**config.mk**
```make
export PLATFORM = sky130hd
export DESIGN_NAME = uart_tx
export DESIGN_NICKNAME = d
export VERILOG_FILES = /design/src/uart_pkg.sv /design/src/tx_fifo_if.sv /design/src/tx_buffer.sv /design/src/baud_gen.sv /design/src/uart_encoder.sv /design/src/uart_tx.sv
export SDC_FILE = /design/constraint.sdc
export NUM_CORES = 1
export LEC_CHECK = 0
export BUFFER_PORTS_ARGS = -buffer_cell sky130_fd_sc_hd__buf_2
export CAP_MARGIN = 20
export CORE_MARGIN = 2
export CORE_UTILIZATION = 35
export CTS_CLUSTER_SIZE = 25
export DETAILED_ROUTE_END_ITERATION = 8
export PLACE_DENSITY_LB_ADDON = 0.15
export SLEW_MARGIN = 10
export SYNTH_ARGS = -nofsm -noshare
export SYNTH_HDL_FRONTEND = slang
export SYNTH_HIERARCHICAL = 1
export SYNTH_SLANG_ARGS = --single-unit
```
**constraint.sdc**
```tcl
create_clock -name CLK -period 3.5 [get_ports CLK]
set_input_delay 0.175 -clock CLK [delete_from_list [all_inputs] [get_ports CLK]]
set_output_delay 0.175 -clock CLK [all_outputs]
set_load 0.03 [all_outputs]
```
**src/uart_pkg.sv**
```systemverilog
//**************************************************
// UART transmitter shared constants
// Byte width, buffer depth, bit timing, FSM codes
//**************************************************

package uart_pkg;

	// Width of one byte, in the buffer and on the line
	localparam int DATA_W = 8;

	// Transmit buffer depth and its slot index width
	localparam int BUF_DEPTH = 16;
	localparam int PTR_W = $clog2(BUF_DEPTH);

	// Occupancy count, one bit wider so a full buffer fits
	localparam int COUNT_W = 5;

	// Clocks per serial bit, fixed at build time
	localparam int CLKS_PER_BIT = 8;
	localparam int BAUD_W = $clog2(CLKS_PER_BIT);

	// Start + data + stop
	localparam int FRAME_BITS = 10;

	// Index of the data bit being sent
	localparam int BIT_IDX_W = $clog2(DATA_W);

	// Encoder FSM state codes
	localparam int ST_W = 2;
	localparam logic [ST_W-1:0] ST_IDLE = 2'd0;
	localparam logic [ST_W-1:0] ST_START = 2'd1;
	localparam logic [ST_W-1:0] ST_DATA = 2'd2;
	localparam logic [ST_W-1:0] ST_STOP = 2'd3;

endpackage

```
**src/tx_fifo_if.sv**
```systemverilog
//**************************************************
// Buffer to encoder link
// Head byte, occupancy, flags and the read strobe
//**************************************************

interface tx_fifo_if;
	import uart_pkg::*;

	// Byte at the head of the buffer
	logic [DATA_W-1:0] data;
	// Number of bytes held
	logic [COUNT_W-1:0] count;
	logic empty;
	logic full;
	// One-cycle read strobe from the encoder
	logic pop;

	// Buffer owns the data and the status
	modport buffer_side (
		output data,
		output count,
		output empty,
		output full,
		input  pop
	);

	// Encoder only needs the head byte and empty
	modport encoder_side (
		input  data,
		input  empty,
		output pop
	);

endinterface

```
**src/tx_buffer.sv**
```systemverilog
//**************************************************
// UART transmit buffer
// 16-byte shift register, head byte in slot 0
//**************************************************

module tx_buffer (
	input  logic                        CLK,
	input  logic                        nrst,
	input  logic                        wr,
	input  logic [uart_pkg::DATA_W-1:0] data_in,
	tx_fifo_if.buffer_side              fifo
);
	import uart_pkg::*;

	// Storage, slot 0 is the next byte to go out
	logic [DATA_W-1:0] buffer [BUF_DEPTH];

	// Occupancy, top bit set means full
	logic [COUNT_W-1:0] buffer_count;

	// Accepted write and accepted pop
	logic buffer_wren;
	logic buffer_pop;

	// Slot that the incoming byte lands in
	logic [PTR_W-1:0] wr_slot;

	// Writes while full are dropped here
	assign buffer_wren = wr && !fifo.full;

	// Pop ignored on an empty buffer
	assign buffer_pop = fifo.pop && !fifo.empty;

	// Status straight from the count
	assign fifo.full = buffer_count[COUNT_W-1];
	assign fifo.empty = (buffer_count == '0);
	assign fifo.count = buffer_count;

	// Head byte is visible without a clock
	assign fifo.data = buffer[0];

	// First free slot
	// on a simultaneous pop everything moves up one, so one slot earlier
	always_comb begin
		if (buffer_pop) begin
			wr_slot = PTR_W'(buffer_count - COUNT_W'(1));
		end else begin
			wr_slot = PTR_W'(buffer_count);
		end
	end

	// Occupancy count
	always_ff @(posedge CLK) begin
		if (!nrst) begin
			buffer_count <= '0;
		end else begin
			// Push and pop together leave the count alone
			if (buffer_wren && !buffer_pop) begin
				buffer_count <= buffer_count + COUNT_W'(1);
			end else if (buffer_pop && !buffer_wren) begin
				buffer_count <= buffer_count - COUNT_W'(1);
			end
		end
	end

	// Shift register contents
	always_ff @(posedge CLK) begin
		if (buffer_pop) begin
			// Move every entry one place toward the head
			for (int i = 0; i < BUF_DEPTH - 1; i++) begin
				buffer[i] <= buffer[i+1];
			end
			// Tail slot is vacated
			buffer[BUF_DEPTH-1] <= '0;
		end
		// Later assignment wins over the shift for the same slot
		if (buffer_wren) begin
			buffer[wr_slot] <= data_in;
		end
	end

endmodule

```
**src/baud_gen.sv**
```systemverilog
//**************************************************
// Bit period counter
// One tick per bit, realigned at each frame start
//**************************************************

module baud_gen (
	input  logic CLK,
	input  logic nrst,
	input  logic restart,
	output logic tick
);
	import uart_pkg::*;

	// Clocks elapsed in the current bit
	logic [BAUD_W-1:0] baud_cnt;

	// Last clock of the bit period
	assign tick = (baud_cnt == BAUD_W'(CLKS_PER_BIT - 1));

	// Counter modulo CLKS_PER_BIT
	always_ff @(posedge CLK) begin
		if (!nrst) begin
			baud_cnt <= '0;
		end else if (restart) begin
			// Frame start, first tick comes CLKS_PER_BIT cycles later
			baud_cnt <= '0;
		end else if (tick) begin
			baud_cnt <= '0;
		end else begin
			baud_cnt <= baud_cnt + BAUD_W'(1);
		end
	end

endmodule

```
**src/uart_encoder.sv**
```systemverilog
//**************************************************
// UART frame sequencer
// Pops bytes, sends start, 8 data LSB first, stop
//**************************************************

module uart_encoder (
	input  logic             CLK,
	input  logic             nrst,
	tx_fifo_if.encoder_side  fifo,
	input  logic             tick,
	output logic             restart,
	output logic             tx,
	output logic             busy
);
	import uart_pkg::*;

	// FSM state
	logic [ST_W-1:0] state;

	// Byte being shifted out, bit 0 is on the line
	logic [DATA_W-1:0] shift_reg;

	// Which data bit is on the line
	logic [BIT_IDX_W-1:0] bit_idx;

	// Frame launch, idle with a byte waiting
	logic launch;

	assign launch = (state == ST_IDLE) && !fifo.empty;

	// Pop and realign the bit timing in the same cycle
	assign fifo.pop = launch;
	assign restart = launch;

	// High from the edge after the pop to the end of the stop bit
	assign busy = (state != ST_IDLE);

	// Line level per state, idle high
	always_comb begin
		case (state)
			ST_START: tx = 1'b0;
			ST_DATA:  tx = shift_reg[0];
			default:  tx = 1'b1;
		endcase
	end

	// State and bit index
	always_ff @(posedge CLK) begin
		if (!nrst) begin
			state <= ST_IDLE;
			bit_idx <= '0;
		end else begin
			case (state)
				ST_IDLE: begin
					// At least one idle cycle between frames
					if (launch) begin
						state <= ST_START;
						bit_idx <= '0;
					end
				end
				ST_START: begin
					if (tick) begin
						state <= ST_DATA;
					end
				end
				ST_DATA: begin
					if (tick) begin
						// Last data bit done, go to stop
						if (bit_idx == BIT_IDX_W'(DATA_W - 1)) begin
							state <= ST_STOP;
						end
						bit_idx <= bit_idx + BIT_IDX_W'(1);
					end
				end
				ST_STOP: begin
					// Back to idle, empty is checked again there
					if (tick) begin
						state <= ST_IDLE;
					end
				end
				default: begin
					state <= ST_IDLE;
				end
			endcase
		end
	end

	// Byte capture and shift
	always_ff @(posedge CLK) begin
		if (launch) begin
			// Head byte taken in the pop cycle
			shift_reg <= fifo.data;
		end else if ((state == ST_DATA) && tick) begin
			// LSB first
			shift_reg <= shift_reg >> 1;
		end
	end

endmodule

```
**src/uart_tx.sv**
```systemverilog
//**************************************************
// UART transmitter top
// Buffer, frame encoder and bit timing
//**************************************************

module uart_tx (
	input  logic                         CLK,
	input  logic                         nrst,
	input  logic                         wr,
	input  logic [uart_pkg::DATA_W-1:0]  data_in,
	output logic                         tx,
	output logic                         busy,
	output logic [uart_pkg::COUNT_W-1:0] count,
	output logic                         buffer_full,
	output logic                         buffer_empty
);
	import uart_pkg::*;

	// Bit timing handshake between encoder and counter
	logic baud_tick;
	logic baud_restart;

	// Buffer to encoder link
	tx_fifo_if fifo_if_inst ();

	// Host writes land here
	tx_buffer buffer_inst (
		.CLK     (CLK),
		.nrst    (nrst),
		.wr      (wr),
		.data_in (data_in),
		.fifo    (fifo_if_inst.buffer_side)
	);

	// One tick per bit
	baud_gen baud_inst (
		.CLK     (CLK),
		.nrst    (nrst),
		.restart (baud_restart),
		.tick    (baud_tick)
	);

	// Drains the buffer onto the serial line
	uart_encoder encoder_inst (
		.CLK     (CLK),
		.nrst    (nrst),
		.fifo    (fifo_if_inst.encoder_side),
		.tick    (baud_tick),
		.restart (baud_restart),
		.tx      (tx),
		.busy    (busy)
	);

	// Buffer status to the host
	assign count = fifo_if_inst.count;
	assign buffer_full = fifo_if_inst.full;
	assign buffer_empty = fifo_if_inst.empty;

endmodule

```
======== Word level (Yosys, flattened, before mapping) ========
Memory sizes are Yosys's and may differ from the RTL's.
Cells that the tools add are included.
word-level totals
  bits in writable memories ............... 128
  logic and storage cells ................. 59
  output and inout bits ................... 9
  bits of input ports ..................... 11
  memories kept ........................... 1
  flip-flop bits (word level) ............. 21
memory list
  name                words  width  read ports  clocked after memory_dff  wr ports  RTL line         text
  buffer_inst.buffer  16     8      16          0                         17        tx_buffer.sv:16  logic [DATA_W-1:0] buffer [BUF_DEPTH];
cells by class
  mux-type cells .......................... 19
  add/subtract/negate cells ............... 4
  reduce and logical (&&, ||, !) cells .... 19
  bitwise operators ....................... 1
  equal/unequal tests ..................... 10
operators with widths
  cell                   count
  $mux W8                2
  $mux W2                5
  $mux W5                2
  $ne A2 B1 Y1 const B   4
  $pmux W2 S4            1
  $reduce_bool A2 Y1     4
  $add A3 B1 Y3 const B  2
  $eq A3 B3 Y1 const B   2
  $logic_and A1 B1 Y1    6
  $mux W3                2
  $pmux W3 S2            1
  $add A5 B1 Y5 const B  1
  $logic_not A5 Y1       1
  $reduce_and A5 Y1      1
  $sub A5 B1 Y5 const B  1
  $eq A2 B2 Y1 const B   2
  $logic_not A1 Y1       4
  $mux W1                4
  $mux W4                1
  $reduce_and A3 Y1      1
  $reduce_or A3 Y1       1
  $eq A2 B1 Y1 const B   1
  $logic_not A2 Y1       1
  $ne A2 B2 Y1 const B   1
  other kinds (2)        2

======== Depth between registers and ports, before layout ========
  depth in word-level cells ............... 7
  depth in mapped cells ................... 16
  gate-level depth less buffers ........... 12

======== Modules after synthesis ========
Netlist, hierarchy kept.
by module, submodules not included
  module        cells an instance  area an instance (um^2)  instances
  tx_buffer     393                6232.2                   1
  uart_encoder  56                 686.9                    1
  baud_gen      8                  125.1                    1

======== Least setup slack after synthesis ========
Ideal clock, no wire load.
  path type ............................... reg2reg
  start ................................... reg buffer_inst.buffer_count[1] (netlist: buffer_inst/fifo.count[1])
  end ..................................... mem buffer_inst.buffer[11][0], enable pin
  required time ........................... 3.113 ns
  stages on the path, launching flop included .. 12
  setup time .............................. 0.387 ns
  path slack .............................. -0.114 ns
  path buffers ............................ 2
  arrival ................................. 3.227 ns
  path through ............................ dfxtp_1 -> buf_2 -> inv_2 -> ha_1 -> nor4b_4 -> nor2_2 -> clkbuf_2 -> nand4b_1 -> nand2_1 -> nor2_2 -> nand2_1 -> o31ai_1
RTL lines
  element                 RTL line         text
  from (decl)             tx_buffer.sv:19  logic [COUNT_W-1:0] buffer_count;
  from (signal assigned)  tx_buffer.sv:59  buffer_count <= buffer_count + COUNT_W'(1);
  from (signal assigned)  tx_buffer.sv:61  buffer_count <= buffer_count - COUNT_W'(1);
  to (decl)               tx_buffer.sv:16

==> key figures <==
Timing
  • Final min period: 3.06 ns
  • Final Cycle Share: 87.6%
  • Slew margin rel.: about two fifths
  • Final setup vio count: 0
  • Final Hold Viols: 0
  • Achievable Freq: 326 MHz
  • Fin Clk Skew: 0.00888 ns
  • RSZ-0062 raised after global routing: no
  • Max Slew Vio Count: 0
  • Slew at the pin closest to its max-slew limit: 0.920 ns

Setup path
  • Critical path's top delay family: simple AND/OR/NAND/NOR gates
  • Slowest stage delay, CP: just over 0.4 ns
  • Crit path cell chain: inv_1 -> ha_1 -> nor4b_4 -> nor2_2 -> nor2b_1 -> buf_4 -> inv_2 -> a31o_2 -> and3_1 -> mux2_2
  • Worst setup EP type: flip-flop
  • WP buf/inv: 3
  • Crit path launch type: flip-flop
  • CP max FO: 17
  • Critical Path AT: 3.24 ns
  • Critical path class: flip-flop to flip-flop
  • CP max-delay cell: and3_1
  • Crit path required time: 3.67 ns

CTS
  • Setup bufs post-CTS: 0
  • Later-pin clock latency in the skew report: roughly 0.42 ns
  • Resize count post-CTS: 0
  • H-tree levels: 4
  • CTS tree: yes
  • Number of hold buffers added after cts: 0
  • # clock sinks: 149
  • Root Buffer: clkbuf_16
  • Clock buffer count from CTS: 17
  • Worst-path clk slew: about 0.06 ns
  • Clock Tree Buf Depth: 2

Global routing
  • Initial antenna violation count: 0
  • Tot GR Track Use: 13.4%
  • First-pass GRT wire length: 22,200 µm
  • Largest net degree at the start of global routing: 22
  • Number of global-route vias before repair: 4,185
  • Gr ovfl total: 0

Route
  • Initial detailed-routing violation count: 126
  • ANT nets after route: 0
  • Drt via density: between 4 and 5
  • DR pass1 iterations: 4
  • Drt drc: 0
  • DR vias: between 3k and 4k
  • Wirelength, routed: approximately 13,000 µm
  • Avg WL per Cell: 17.4 µm

Logic synthesis
  • Netlist Area Pre-Place: just over 7000 µm²
  • Area leader, netlist: edfxtp_1
  • Largest family of logic cells by synthesized area: multiplexers
  • Post-synthesis compound-gate area fraction: around 3.8%
  • Mux contribution to synthesized area: 21.4%
  • Syn_area_per_cell: ~15 µm²
  • Sequential element share of the synthesized area: 61.7%
  • Post-Synth Simple-Gate Area: between 8 and 9%
  • Post-synthesis register bit count: around 150
  • Async SR Flop Fraction: 0%
  • XOR/XNOR Fraction of Synth Area: less than 1%
  • Synth area leaders: edfxtp_1 (58%), mux2_2 (19%), dfxtp_1 (3.7%), ha_1 (2.0%), mux2_4 (1.7%)
  • Syn Inst Count: 457
  • Post-Synth Adder-Cell Area: under 10%
  • Yosys top cell area share: 58.0%
  • Post-Syn Nets: 479
  • Number of synthesized flops with an enable pin: between 100 and 150
  • Main flop type after synthesis: edfxtp_1
  • Synth unique cells: just under 60
  • Warnings from Yosys: 6

Cells and area
  • Max reg flops: around 130
  • Layout cell share with drive strength beyond 1: a little over two fifths
  • Final std cell area, no fill: roughly 8100 µm²
  • Non-Filler Instances: roughly 760
  • Area grow syn2layout: 14.5%
  • Ant diodes: 0
  • Nets: 507
  • Finished Core Util: between 40% and 50%

Placement
  • I/O Buffers: 19
  • Placed Cells: around 730
  • HPWL after DPL: 9280 µm
  • Cell Area, Placed: 7460 µm²
  • Final GP Congestion: roughly 0.84

Pwr
  • Pwr Density: ~1000 nW/µm²
  • Peak supply drop: between 0.4 and 0.5 mV
  • Lkg Pwr: between 2 and 3 nW

Die
  • Die ar.: 21,300 µm²
  • Die X: about 150 µm
  • Core region area: between 15,000 and 20,000 µm²
  • Chip height: 146 µm
  • I/O pins: 20
  • Starting Density: a little over a third
  • Row cnt: around 50

Status
  • Status: complete, no violations

Job
  • Max cap viols: 0

Hold path
  • Hold Path Class: input pin to flip-flop
## worst paths after layout
path         cells past startpoint                                   to                              startpoint  slack (ns)
max                             10  buffer_inst/buffer[10][2]$_DFFE_PP_  buffer_inst/fifo.count[0]$_SDFFE_PN0P_        0.44
min reg2reg                      1     baud_inst/baud_cnt[0]$_SDFF_PP0_        baud_inst/baud_cnt[0]$_SDFF_PP0_        0.45
min                              2   encoder_inst/state[0]$_SDFFE_PN0P_                                    nrst        0.12
max reg2reg                     10  buffer_inst/buffer[10][2]$_DFFE_PP_  buffer_inst/fifo.count[0]$_SDFFE_PN0P_        0.44
## cell type report
type	instances	area [µm²]
Sequential cell	149	4340
Multi-Input combinational cell	276	2550
Inverter	8	30.0
Fill cell	1789	11500
Clock inverter	14	183
Timing Repair Buffer	33	200
Clock buffer	18	429
Tap cell	265	332
## cells in the mapped netlist (4+ instances only)
cell      number
mux2_2       119
and2_1         6
inv_1          6
nor2_1         7
and3_1        10
or3_1          4
buf_2          4
mux2i_1        5
clkbuf_1      10
nand4_1        4
nand2b_1       5
ha_1          11
o21ai_0       13
nand2_1       24
dfxtp_1       13
mux2_4         8
buf_4          7
edfxtp_1     136
## per-layer routing
| layer | global-route usage (%) | part of all wire, % | wire, µm | vias up |
|---|---|---|---|---|
| met5 | 0 | 0 | 0 | - |
| met4 | 4.80 | 1.7 | 223 | 0 |
| met3 | 3.61 | 2.1 | 278 | 21 |
| met2 | 23.5 | 52 | 6920 | 39 |
| met1 | 15.7 | 44 | 5890 | 1913 |
| li1 | - | - | - | 1805 |
## layout by cell type (no fill, tap or decap), drive strengths merged, types with 11 or more instances in the layout
cell type / n
o21ai: 14
clkbuf: 18
ha: 11
mux2: 127
buf: 33
nand2: 26
edfxtp: 136
dfxtp: 13
nor2: 11
## where the power goes
group / total (mW) / internal [mW] / switching, mW
registers: 3.61 / 3.36 / 0.244
logic: 2.59 / 1.16 / 1.43
clock network: 1.90 / 1.19 / 0.715
total: 8.10 / 5.71 / 2.39
## logic make-up after synthesis
family / Yosys count
adder cells (fa/ha/maj): 11
AND/OR/NAND/NOR: 92
AO/OA/AOI/OAI: 37
flip-flops: 149
multiplexers: 132
buffers and inverters: 32
XOR/XNOR: 4
## stage by stage
stage,hold slack [ns],power [mW],setup WS [ns],TNS (ns)
2_1_floorplan,0.297,5.54,-0.0583,-0.932
3_3_place_gp,0.429,6.22,0.517,0
3_5_place_dp,0.449,6.27,0.436,0
4_1_cts,0.111,8.21,0.418,0
5_1_grt,0.121,8.60,0.213,0
6_report,0.123,8.10,0.435,0
Power figures use the tool's default switching activity.
